==> config.mk <==
export PLATFORM = sky130hd
export DESIGN_NAME = inst_queue
export DESIGN_NICKNAME = d
export VERILOG_FILES = /design/src/logic/core_pkg.sv /design/src/logic/inst_queue.sv
export SDC_FILE = /design/constraint.sdc
export NUM_CORES = 1
export LEC_CHECK = 0
export BUFFER_PORTS_ARGS = -buffer_cell sky130_fd_sc_hd__buf_2
export CORE_MARGIN = 2
export CORE_UTILIZATION = 50
export DETAILED_ROUTE_END_ITERATION = 16
export GPL_ROUTABILITY_DRIVEN = 1
export HOLD_SLACK_MARGIN = 0.03
export PLACE_DENSITY_LB_ADDON = 0.25
export SLEW_MARGIN = 10
export SYNTH_ARGS = -nofsm -noshare
export SYNTH_HDL_FRONTEND = slang
export SYNTH_SLANG_ARGS = --single-unit
==> constraint.sdc <==
create_clock -name clk -period 3.55 [get_ports clk]
set_input_delay 0.5325 -clock clk [delete_from_list [all_inputs] [get_ports clk]]
set_output_delay 0.5325 -clock clk [all_outputs]
set_load 0.005 [all_outputs]
==> src/logic/core_pkg.sv <==
package core_pkg;

    // ******************************
    // widths
    // ******************************
    localparam int XLEN       = 64;
    localparam int INST_W     = 32;
    localparam int REG_ADDR_W = 5;

    typedef logic [XLEN-1:0]       xlen_t;
    typedef logic [INST_W-1:0]     inst_t;
    typedef logic [REG_ADDR_W-1:0] reg_addr_t;

    // ******************************
    // encodings
    // ******************************
    // RV major opcodes kept by this core
    typedef enum logic [6:0] {
        OPC_OP_IMM = 7'b0010011,
        OPC_OP     = 7'b0110011,
        OPC_LUI    = 7'b0110111
    } opcode_e;

    typedef enum logic [3:0] {
        ALU_ADD  = 4'd0,
        ALU_SUB  = 4'd1,
        ALU_AND  = 4'd2,
        ALU_OR   = 4'd3,
        ALU_XOR  = 4'd4,
        ALU_SLL  = 4'd5,
        ALU_SRL  = 4'd6,
        ALU_SLT  = 4'd7,
        ALU_PASS = 4'd8
    } alu_op_e;

    // ******************************
    // stage payloads
    // ******************************
    typedef struct packed {
        xlen_t pc;
        inst_t inst;
    } fetch_t;

    typedef struct packed {
        xlen_t     pc;
        inst_t     inst;
        alu_op_e   alu_op;
        xlen_t     op1;
        xlen_t     op2;
        logic      rd_we;
        reg_addr_t rd;
    } exec_t;

    // also used as the forwarding record from execute and commit
    typedef struct packed {
        xlen_t     pc;
        inst_t     inst;
        logic      rd_we;
        reg_addr_t rd;
        xlen_t     wdata;
    } commit_t;

endpackage

==> src/logic/inst_queue.sv <==
`timescale 1ns/10ps

module inst_queue #(
    parameter int              QUEUE_DEPTH = 4,
    parameter core_pkg::xlen_t RESET_PC    = 64'h0000_0000_8000_0000
) (
    input  logic              clk,
    input  logic              rst_n_i,
    input  logic              inst_valid_i,
    input  core_pkg::inst_t   inst_i,
    input  logic              pop_i,
    output core_pkg::fetch_t  head_o,
    output logic              head_valid_o,
    output logic              credit_o
);

    localparam int PTR_W = (QUEUE_DEPTH > 1) ? $clog2(QUEUE_DEPTH) : 1;
    localparam int CNT_W = $clog2(QUEUE_DEPTH + 1);

    core_pkg::fetch_t  mem [QUEUE_DEPTH];
    logic [PTR_W-1:0]  wr_ptr_q;
    logic [PTR_W-1:0]  rd_ptr_q;
    logic [CNT_W-1:0]  count_q;
    core_pkg::xlen_t   pc_q;
    logic              credit_q;
    logic              pop;

    // the sender only pushes while it holds a credit, so no full check
    assign pop          = pop_i && (count_q != '0);
    assign head_o       = mem[rd_ptr_q];
    assign head_valid_o = (count_q != '0);
    assign credit_o     = credit_q;

    always_ff @(posedge clk) begin
        if (inst_valid_i) begin
            mem[wr_ptr_q].pc   <= pc_q;
            mem[wr_ptr_q].inst <= inst_i;
        end
    end

    always_ff @(posedge clk) begin
        if (!rst_n_i) begin
            wr_ptr_q <= '0;
            rd_ptr_q <= '0;
            count_q  <= '0;
            pc_q     <= RESET_PC;
            credit_q <= 1'b0;
        end else begin
            if (inst_valid_i) begin
                wr_ptr_q <= (wr_ptr_q == PTR_W'(QUEUE_DEPTH - 1)) ? '0 : wr_ptr_q + 1'b1;
                pc_q     <= pc_q + 64'd4;
            end
            if (pop) begin
                rd_ptr_q <= (rd_ptr_q == PTR_W'(QUEUE_DEPTH - 1)) ? '0 : rd_ptr_q + 1'b1;
            end
            case ({inst_valid_i, pop})
                2'b10:   count_q <= count_q + 1'b1;
                2'b01:   count_q <= count_q - 1'b1;
                default: count_q <= count_q;
            endcase
            // one credit back per popped entry
            credit_q <= pop;
        end
    end

endmodule

Word-level counts from Yosys, hierarchy flattened
Memory sizes are Yosys's and may differ from the RTL's. A register that Yosys moved wholly into a read port is not among the register bits.
Cells that the tools add are included.

storage, ports and cells
  bits in writable memories = 384
  output and inout bits = 98
  flip-flop bits (word level) = 72
  input port bits = 36
  logic and storage cells = 25
  memories = 1

memories
  memory  words  bits a word  rd ports  clocked after memory_dff  write ports  line              RTL
  mem     4      96           1         1                         1            inst_queue.sv:20  core_pkg::fetch_t mem [QUEUE_DEPTH];

cells by class
  reduce and logical (&&, ||, !) cells = 3
  equal/unequal tests = 4
  muxes and demuxes = 7
  add/subtract/negate cells = 5

operators with widths
  operator                 count
  $add A64 B3 Y64 const B  1
  $mux W2                  4
  $eq A2 B2 Y1 const B     3
  $pmux W3 S2              1
  $add A2 B1 Y2 const B    2
  $add A3 B1 Y3 const B    1
  $reduce_bool A3 Y1       1
  $sub A3 B1 Y3 const B    1
  $eq A2 B1 Y1 const B     1
  $mux W1                  2
  $reduce_bool A2 Y1       1
  $logic_and A1 B1 Y1      1

Longest topological paths before layout
  depth in word-level cells = 4
  gate-level depth with buffers = 9
  gate-level depth less buffers = 9

Worst setup path after synthesis
OpenSTA, ideal clock, no wires.

  kind = input -> register
  start point = input port inst_valid_i
  end point = memory mem[0][0] in the netlist's numbering, enable pin
  cell stages on the path = 2
  path slack = 0.031 ns
  setup time = 0.463 ns
  data required time = 3.087 ns
  arrival = 3.056 ns
  path through = buf_1 and2_1

on the way
  longest elaborated chain between the ends = 2

RTL lines
  element                        line              RTL
  from (decl)                    inst_queue.sv:9   input logic inst_valid_i,
  $mux W1                        inst_queue.sv:35  if (inst_valid_i) begin
  $mux W1 (not written as such)  inst_queue.sv:37  mem[wr_ptr_q].inst <= inst_i;
  to (decl)                      inst_queue.sv:20

Every way passes these cells.

==> results.json <==
{
  "die_w_um": 188,
  "synthDistinctLibCells": 32,
  "slew_headroom_pct": 52.8,
  "n_antenna_cell": 0,
  "cts_root_buf": "sky130_fd_sc_hd__clkbuf_16",
  "highest_count_cells_in_the_layout_ignoring_fill_and_taps": "sky130_fd_sc_hd__edfxtp_1 (376), sky130_fd_sc_hd__buf_2 (131), sky130_fd_sc_hd__mux4_2 (94), sky130_fd_sc_hd__dfxtp_1 (70), sky130_fd_sc_hd__nor2_1 (50)",
  "power_dissipated_by_switching_net_loads_w": 0.00272,
  "dp.final_hpwl_um": 19700,
  "die_height_um": 188,
  "row_count": 67,
  "setup_slack_ns": 0.619,
  "start_util_pct": 50.7,
  "layout.cells.most_common": "sky130_fd_sc_hd__edfxtp_1",
  "max_cap_violations": 0,
  "syn_avg_cell_area_um2": 18.6,
  "floorplan.io_pins": 134,
  "port_buffers": 131,
  "grt_pass1_vias": 8940,
  "layout.core_utilization_pct": 58.8,
  "drive_above_1_share_pct": 28.4,
  "tritoncts": "yes",
  "area_delta_synth_final_pct": 16.0,
  "cts_buffers": 45,
  "syn_area_mm2": 0.0170,
  "initialDrtViolationCount": 762,
  "timing.setup.tns_ns": 0,
  "total_leakage_power_nw": 6.13,
  "cts_sinks": 448,
  "overflow": 0,
  "clock_share_of_power_pct": 37.2,
  "critical_path_peak_fanout": 25,
  "critical_path_arrival_ns": 2.40,
  "remaining_drc_errors": 0,
  "timing.setup.critical_path_class": "flop to output pin",
  "power.share.sequential_pct": 49.7,
  "detail_route.first_pass.iterations": 5,
  "unrepaired_setup_endpoints_after_global_routing": "no",
  "min_period_over_period_pct": 82.6,
  "final.setup_skew_ns": 0.0175,
  "grt_antenna_before_repair": 0,
  "dp_slack_ns": 0.732,
  "maxSlewViolCount": 0,
  "wire_per_inst_um": 21.0,
  "swShare_pct": 22.4,
  "synth-seq-area-share_pct": 74.9,
  "cts_resized": 0,
  "worst_setup_path_end_kind": "output pin",
  "cts.repair_timing.setup_buffer_count": 0,
  "ctsHtreeMaxLevel": 2,
  "setup_viols_final": 0,
  "clock.fmax_mhz": 341,
  "maximum_number_of_pins_on_one_net_before_global_route_repair": 53,
  "placeableCoreArea_mm2": 0.0335,
  "run_status": "complete, no violations",
  "cellPowerDensity_mw_per_mm2": 616,
  "clkTransAtPathRegs_ns": 0.06,
  "ctsLongestPathBuffers": 3,
  "vdd_ir_drop_max_mv": 0.500,
  "routed_wirelength_um": 32600,
  "ys_warn_count": 0,
  "gp_routability_congestion": 0.824,
  "grt_first_pass_wirelength_um": 51300,
  "worst_slew_pin_slew_ns": 0.708,
  "hp-class": "primary input to flop",
  "postCtsHoldBufs": 0,
  "via_count": 8769,
  "crit_path_start_kind": "flop",
  "power.combinational.fraction_pct": 13.1,
  "antenna_violating_nets_post_route": 0,
  "clk_latency_ns": 0.54,
  "vias_per_cell": 5.65,
  "finalHoldViolations": 0,
  "overall_track_demand_over_capacity_in_global_routing_pct": 18.7,
  "cp.required_ns": 3.02,
  "period_needed_ns": 2.93,
  "timing.hold.ws_ns": 0.208,
  "ys_ff_latch": 448,
  "floorplan.die_area_mm2": 0.0355,
  "intPower_w": 0.00942,
  "nNetsFinal": 1112,
  "synthCells": 913
}
==> worst max-delay path, cell delays in order (launching register included) <==
cell                      delay (ns)
sky130_fd_sc_hd__dfxtp_4        0.70
sky130_fd_sc_hd__buf_4          0.43
sky130_fd_sc_hd__mux4_2         0.56
sky130_fd_sc_hd__buf_2          0.14
==> synth_stat cells, drive strengths merged <==
library cell,instances,share of area (%)
xnor2,23,1.2
and3,3,0.11
ha,7,0.52
o21ai,15,0.44
and4,13,0.67
mux4,94,12
or3,19,0.70
nand2b,3,0.11
a21oi,23,0.68
nor2,50,1.1
mux2i,6,0.35
dfxtp,72,8.5
or2,1,0.037
inv,15,0.33
fa,1,0.12
xor2,18,0.93
nand3,19,0.56
nor3,16,0.47
o31ai,4,0.18
nand2,33,0.73
edfxtp,376,66
nor4,10,0.41
buf,16,0.42
conb,1,0.022
and2,6,0.22
nand4,28,1.1
or4,15,0.66
clkbuf,26,0.57
==> cells by family after synthesis <==
| logic type | share of synthesized area (%) |
|---|---|
| compound gates | 1.30 |
| other cells | 0.0221 |
| flops | 74.9 |
| buf+inv | 1.33 |
| fa+ha+maj | 0.633 |
| xor+xnor | 2.11 |
| mux | 12.8 |
| simple gates | 6.85 |
==> per-layer routing <==
layer | GRT usage [%] | part of all wire [%]
met1 | 27.2 | 45
met2 | 29.6 | 47
met3 | 3.26 | 5.7
met4 | 4.96 | 2.0
met5 | 0 | 0
==> flip-flops by register name, summed over array words and instances, names as in the netlist, named ones only <==
register / count
wr_ptr_q: 2
count_q: 3
pc_q: 62
credit_o: 1
mem: 376
rd_ptr_q: 2
==> layout make-up <==
type | count | area (µm²)
multi-input combinational | 409 | 4050
fill | 2521 | 13800
clock buffer | 69 | 1300
tap | 448 | 561
clock inverter | 14 | 123
inverter | 15 | 56.3
timing repair buffer | 149 | 878
sequential | 448 | 12700
==> worst paths after layout <==
kind | from | end | slack [ns] | depth (start not counted)
max | flop | head_o[6] | 0.62 | 3
min | inst_i[19] | mem[0][19] | 0.21 | 1
max reg2reg | pc_q[8] | pc_q[54] | 0.83 | 5
min reg2reg | rd_ptr_q[1] | flop | 0.48 | 2
==> power groups by stage <==
stage | clock, W | combinational [W] | sequential (W)
2_1_floorplan | 0 | 0.00106 | 0.00605
3_3_place_gp | 0 | 0.00161 | 0.00614
3_5_place_dp | 0 | 0.00163 | 0.00616
4_1_cts | 0.00463 | 0.00163 | 0.00605
5_1_grt | 0.00483 | 0.00172 | 0.00607
6_report | 0.00451 | 0.00159 | 0.00604
==> stage by stage <==
stage,area (µm²),power (W),instances
2_1_floorplan,17000,0.00711,914
3_3_place_gp,18300,0.00775,1469
3_5_place_dp,18300,0.00778,1469
4_1_cts,19700,0.0123,1552
5_1_grt,19700,0.0126,1552
6_report,19700,0.0121,1552
(Power assumes the default switching activity.)
