[config.mk]
export PLATFORM = sky130hd
export DESIGN_NAME = commit_port
export DESIGN_NICKNAME = d
export VERILOG_FILES = /design/src/logic/core_pkg.sv /design/src/logic/commit_port.sv
export SDC_FILE = /design/constraint.sdc
export NUM_CORES = 1
export LEC_CHECK = 0
export CAP_MARGIN = 20
export CORE_AREA = 2 2 226 228
export CTS_CLUSTER_DIAMETER = 60
export DETAILED_ROUTE_END_ITERATION = 16
export DIE_AREA = 0 0 228 230
export DONT_BUFFER_PORTS = 1
export PLACE_DENSITY = 0.3
export SLEW_MARGIN = 20
export SYNTH_ARGS = -nofsm -noshare
export SYNTH_HDL_FRONTEND = slang
export SYNTH_SLANG_ARGS = --single-unit
[constraint.sdc]
create_clock -name clk -period 2.4 [get_ports clk]
set_input_delay 0 -clock clk [delete_from_list [all_inputs] [get_ports clk]]
set_output_delay 0 -clock clk [all_outputs]
set_load 0.02 [all_outputs]
[src/logic/core_pkg.sv]
package core_pkg;

    // ******************************
    // widths
    // ******************************
    localparam int XLEN       = 64;
    localparam int INST_W     = 32;
    localparam int REG_ADDR_W = 5;

    typedef logic [XLEN-1:0]       xlen_t;
    typedef logic [INST_W-1:0]     inst_t;
    typedef logic [REG_ADDR_W-1:0] reg_addr_t;

    // ******************************
    // encodings
    // ******************************
    // RV major opcodes kept by this core
    typedef enum logic [6:0] {
        OPC_OP_IMM = 7'b0010011,
        OPC_OP     = 7'b0110011,
        OPC_LUI    = 7'b0110111
    } opcode_e;

    typedef enum logic [3:0] {
        ALU_ADD  = 4'd0,
        ALU_SUB  = 4'd1,
        ALU_AND  = 4'd2,
        ALU_OR   = 4'd3,
        ALU_XOR  = 4'd4,
        ALU_SLL  = 4'd5,
        ALU_SRL  = 4'd6,
        ALU_SLT  = 4'd7,
        ALU_PASS = 4'd8
    } alu_op_e;

    // ******************************
    // stage payloads
    // ******************************
    typedef struct packed {
        xlen_t pc;
        inst_t inst;
    } fetch_t;

    typedef struct packed {
        xlen_t     pc;
        inst_t     inst;
        alu_op_e   alu_op;
        xlen_t     op1;
        xlen_t     op2;
        logic      rd_we;
        reg_addr_t rd;
    } exec_t;

    // also used as the forwarding record from execute and commit
    typedef struct packed {
        xlen_t     pc;
        inst_t     inst;
        logic      rd_we;
        reg_addr_t rd;
        xlen_t     wdata;
    } commit_t;

endpackage

[src/logic/commit_port.sv]
`timescale 1ns/10ps

module commit_port #(
    parameter int OUT_CREDITS = 2
) (
    input  logic                clk,
    input  logic                rst_n_i,
    input  core_pkg::commit_t   rec_i,
    input  logic                rec_pending_i,
    input  logic                credit_i,
    output core_pkg::commit_t   commit_o,
    output logic                commit_valid_o,
    output logic                hold_o,
    output logic                wr_en_o,
    output core_pkg::reg_addr_t wr_addr_o,
    output core_pkg::xlen_t     wr_data_o,
    output core_pkg::commit_t   cm_fwd_o,
    output logic                cm_fwd_valid_o
);

    localparam int CNT_W = (OUT_CREDITS > 0) ? $clog2(OUT_CREDITS + 1) : 1;

    logic [CNT_W-1:0] credit_cnt_q;
    logic             issue;

    assign issue  = rec_pending_i && (credit_cnt_q != '0);
    // waiting record with no credit stalls everything behind it
    assign hold_o = rec_pending_i && (credit_cnt_q == '0);

    always_ff @(posedge clk) begin
        if (!rst_n_i) begin
            credit_cnt_q <= CNT_W'(OUT_CREDITS);
        end else begin
            case ({credit_i, issue})
                2'b10:   credit_cnt_q <= credit_cnt_q + 1'b1;
                2'b01:   credit_cnt_q <= credit_cnt_q - 1'b1;
                default: credit_cnt_q <= credit_cnt_q;
            endcase
        end
    end

    assign commit_o       = rec_i;
    assign commit_valid_o = issue;

    // register write lands at the end of the issue cycle
    assign wr_en_o   = issue && rec_i.rd_we;
    assign wr_addr_o = rec_i.rd;
    assign wr_data_o = rec_i.wdata;

    // not yet in the register file until it issues
    assign cm_fwd_o       = rec_i;
    assign cm_fwd_valid_o = rec_pending_i && rec_i.rd_we;

endmodule

# ---- After elaboration in Yosys (flattened, before gate mapping)
# Cells that the tools add are included.
dict set report word_totals {
  reg_bits 2
  input_bits 170
  output_inout_bits 405
  wordCells 13
}
dict set report classes {
  muxes 1
  eq_ne 2
  n_reduce_logical 7
  add_sub_neg 2
}
# cell count
set op_table {}
lappend op_table {{$logic_and 1x1->1} 4}
lappend op_table {{$pmux 2 s2} 1}
lappend op_table {{$reduce_bool 2->1} 2}
lappend op_table {{$add 2x1->2 const B} 1}
lappend op_table {{$eq 2x1->1 const B} 1}
lappend op_table {{$eq 2x2->1 const B} 1}
lappend op_table {{$logic_not 2->1} 1}
lappend op_table {{$sub 2x1->2 const B} 1}

# ---- Depth between registers and ports, before layout
dict set report depth {
  depth_word 4
  mapped_depth 6
  depth_no_buf 6
}

# ---- Worst setup path after synthesis
# OpenSTA, ideal clock, no wires.
dict set report synth_path {
  path_kind {register to register}
  start {register credit_cnt_q[0]}
  end {register credit_cnt_q[1]}
  t_arrival_ps 1531
  required_ps 2338
  stages_incl_launch_ff 6
  setup_ps 62
  n_path_buf 0
  period_less_slack_ps 1593
  setup_slack_ps 807
  cell_sequence {dfxtp_1 > nor2_1 > nor2b_1 > ha_1 > or3_1 > nand3_1}
}
dict set report synth_between {
  elab_chain_cells 4
  elab_cells_between_ends 8
  classes_between {add/sub (2); eq/ne (2); mux (1); reduce/logical (3)}
}
# element line
set synth_lines {}
lappend synth_lines {{from (decl)} commit_port.sv:23} ;# logic [CNT_W-1:0] credit_cnt_q;
lappend synth_lines {{from (signal assigned)} commit_port.sv:32} ;# credit_cnt_q <= CNT_W'(OUT_CREDITS);
lappend synth_lines {{from (signal assigned)} commit_port.sv:35} ;# 2'b10: credit_cnt_q <= credit_cnt_q + 1'b1;
lappend synth_lines {{from (signal assigned)} commit_port.sv:36} ;# 2'b01: credit_cnt_q <= credit_cnt_q - 1'b1;
lappend synth_lines {{$reduce_bool 2->1 *} commit_port.sv:26} ;# assign issue = rec_pending_i && (credit_cnt_q != '0);
lappend synth_lines {{$logic_and 1x1->1 *} commit_port.sv:26}
lappend synth_lines {{net commit_valid_o} commit_port.sv:12} ;# output logic commit_valid_o,
lappend synth_lines {{$eq 2x1->1 or $eq 2x2->1 (tied branches)} commit_port.sv:34} ;# case ({credit_i, issue})
lappend synth_lines {{$pmux 2 s2 or $reduce_bool 2->1 (tied branches)} --}
# The timed path passes the listed nets; every way through them passes the cells marked *.
# A chain may end at the register's enable or synchronous reset.

# ---- Worst setup path in the final report
dict set report layout_path {
  start {register credit_cnt_q[0]}
  end {register credit_cnt_q[1]}
}
dict set report layout_between {
  elab_chain_cells 4
  elab_cells_between_ends 8
  classes_between {add/sub (2); eq/ne (2); mux (1); reduce/logical (3)}
}
# element line
set layout_lines {}
lappend layout_lines {{$reduce_bool 2->1} commit_port.sv:26}
lappend layout_lines {{$logic_and 1x1->1} commit_port.sv:26}
lappend layout_lines {{$eq 2x1->1 or $eq 2x2->1 (tied branches)} commit_port.sv:34}
lappend layout_lines {{$pmux 2 s2 or $reduce_bool 2->1 (tied branches)} --}
# Several ways; a longest one is shown, not always the timed one.

==> results.json <==
{
  "crit_chain": "nor2_1 > nor2b_1 > ha_1 > or3_1 > nand3_1",
  "path_max_fanout": 3,
  "finalSetupTns_ns": 0,
  "peakVddDrop_mv": 0.133,
  "timing.hold.ws_ns": 0.0000111,
  "setup_viol": 0,
  "r2r_slack_ns": 1.02,
  "rsz0062_at_grt": "no",
  "cts_tree": "yes",
  "top_register": "credit_cnt_q",
  "power_density_mw_per_mm2": 321,
  "clock_latency_ns": 0.22,
  "h-tree-depth": 1,
  "min-delay-path-class": "primary input to output pin",
  "route.met3.wl_um": 2070,
  "grt_overflow": 0,
  "clk_pin_slew_ns": 0.03,
  "netlist_area_mm2": 0.00314,
  "worstReg2RegStart": "credit_cnt_q[0]$_SDFFE_PN0P_",
  "grt_pass1_vias": 739,
  "std_cell_rows": 82,
  "wl_met2_um": 2730,
  "fmax_ghz": 0.727,
  "diodes": 0,
  "place_area_um2": 973,
  "grt_pass1_wl_um": 7890,
  "status": "completed",
  "syn_nets": 587,
  "ys_seq_area_frac": 0.0128,
  "reg_top3": "credit_cnt_q: 2 flops",
  "worst_setup_path_start_kind": "register",
  "critPathMaxStageDelay_ns": 0.35,
  "ys_seq_elements": 2,
  "maxCapViolCount": 0,
  "skew_ns": 0.000693,
  "synth.area.top_cells": "buf_4, dfxtp_1, and2_1",
  "drc": 0,
  "min-delay-start": "rec_i[159]",
  "cts_buffer_depth": 2,
  "power_frac_comb": 0.137,
  "area_growth_pct": -66.2,
  "postLayoutCellArea_mm2": 0.00106,
  "nets": 193,
  "routed.top_layer": "met4",
  "yosys_warnings": 0,
  "wl_per_cell_um": 9.49,
  "vias": 579,
  "ant_nets": 0,
  "dieArea_mm2": 0.0524,
  "final_max_slew_viol_count": 0,
  "die_h_um": 230,
  "cp_top_family": "simple AND/OR/NAND/NOR gates",
  "viasPerCell": 0.837,
  "min_to": "commit_o[159]",
  "numClockSinks": 2,
  "p_switching_uw": 64.2,
  "grt_use_total": 0.0230,
  "clockPowerShare": 0.722,
  "critPathArrivalTime_ns": 1.53,
  "clockRootBuffer": "clkbuf_16",
  "synth_top_cell_by_area": "buf_4",
  "leakage_uw": 0.0000984,
  "cp_num_buf_inv": 0,
  "antenna_found_initial": 1,
  "largest_reg_flops": 2,
  "io_pins": 575,
  "place.gp.congestion": 0.515,
  "cpMaxStageDelayCell": "or3_1",
  "coreArea_mm2": 0.0499,
  "required_ns": 2.56,
  "hold_path_depth": 0,
  "grt_max_degree": 4,
  "place_ws_ns": 1.01,
  "drt-met1-wl_um": 691,
  "dieWidth_um": 228,
  "seqPwrFrac": 0.141,
  "crit_type": "register to register",
  "cts_buffers": 3,
  "period_share": 0.573,
  "tightestPinTransition_ns": 0.388,
  "final_hold_viol_count": 0,
  "start_util": 0.0629,
  "drt_iter0_markers": 28,
  "synth.avg_cell_area_um2": 7.54,
  "wl_um": 6570,
  "min_period_ns": 1.38,
  "netlist_instances": 416,
  "drt_first_pass_iters": 3,
  "rr_endpoint": "credit_cnt_q[1]$_SDFFE_PN1P_",
  "maxSlewHeadroom": 0.741,
  "setup_ws_ns": 1.02,
  "p_sw_frac": 0.189,
  "synth_top_area_frac": 0.960,
  "crit_path_end_kind": "register",
  "internal_power_uw": 275,
  "synthDistinctLibCells": 11,
  "r2r.worst_path.cells": 5,
  "placement.io_buffers": 0,
  "drive_gt1_frac": 0.200
}
worst max path at each step:
stage                                             from                            to  slack (ns)  cells after the start
after detailed placement  credit_cnt_q[0]$_SDFFE_PN0P_  credit_cnt_q[1]$_SDFFE_PN1P_        1.01                      5
after floorplan           credit_cnt_q[0]$_SDFFE_PN0P_  credit_cnt_q[1]$_SDFFE_PN1P_        0.81                      5
after global placement    credit_cnt_q[0]$_SDFFE_PN0P_  credit_cnt_q[1]$_SDFFE_PN1P_        1.03                      5
after global routing      credit_cnt_q[1]$_SDFFE_PN1P_  credit_cnt_q[1]$_SDFFE_PN1P_        0.90                      5
final                     credit_cnt_q[0]$_SDFFE_PN0P_  credit_cnt_q[1]$_SDFFE_PN1P_        1.02                      5
after CTS                 credit_cnt_q[0]$_SDFFE_PN0P_  credit_cnt_q[1]$_SDFFE_PN1P_         1.0                      5
worst register-to-register path: stages (launching register included):
cell and delay, ns:
dfxtp_1 0.32, nor2_1 0.16, nor2b_1 0.09, ha_1 0.31, or3_1 0.35, nand3_1 0.08
layer usage:
metal,up-vias,track usage
met1,116,0.00673
met2,291,0.0315
li1,58,-
met3,114,0.0301
met4,0,0.0423
met5,-,0
kinds of logic after synthesis:
kind of cell | count (synthesis) | synth area share
buffers and inverters | 402 | 0.961
and+or+nand+nor | 8 | 0.0148
AOI/OAI and AO/OA | 1 | 0.00159
DFF | 2 | 0.0128
adders and majority gates | 1 | 0.00399
xor gates and xnor gates | 2 | 0.00559
cells in the mapped netlist:
master,instances
ha_1,1
dfxtp_1,2
nor2_1,1
nor2b_1,2
nand3_1,1
inv_1,1
or3_1,1
xnor2_1,2
and2_1,3
buf_4,401
o21ai_0,1
layout by cell type (no fill, tap or decap):
| cell type | count |
|---|---|
| and2_1 | 3 |
| clkbuf_16 | 3 |
| nor2b_1 | 2 |
| xnor2_1 | 2 |
| dfxtp_1 | 2 |
| nor2_1 | 1 |
| inv_1 | 1 |
| or3_1 | 1 |
| o21ai_0 | 1 |
| nand3_1 | 1 |
| ha_1 | 1 |
| dlygate4sd3_1 | 1 |
| buf_4 | 1 |
layout make-up:
class / count / area, um2
flip-flops and latches: 2 / 40.0
clock buffers: 3 / 75.1
multi-input cells: 12 / 81.3
inverters: 1 / 3.75
repair buffers: 2 / 17.5
fillers: 6031 / 48800
well taps: 672 / 841
power groups by stage:
stage / registers, uW / logic, uW / clock network [uW]
4_1_cts: 48.0 / 47.6 / 249
2_1_floorplan: 46.9 / 1010 / 0
5_1_grt: 49.0 / 52.7 / 252
3_5_place_dp: 48.2 / 44.9 / 0
6_report: 47.8 / 46.5 / 245
3_3_place_gp: 48.1 / 46.2 / 0
through the flow:
| stage | instances | total power (uW) | util |
|---|---|---|---|
| after detailed placement | 688 | 93.1 | 0.0195 |
| after global routing | 692 | 354 | 0.0212 |
| after CTS | 692 | 345 | 0.0212 |
| after global placement | 688 | 94.2 | 0.0195 |
| final | 692 | 339 | 0.0212 |
| after floorplan | 416 | 1060 | - |
what timing repair did:
item                                   CTS  global route
hold buffers                             1             0
buffers inserted                         0             0
endpoints found under the hold margin    2             0
resized for setup                        0             0
(Power assumes the default switching activity.)
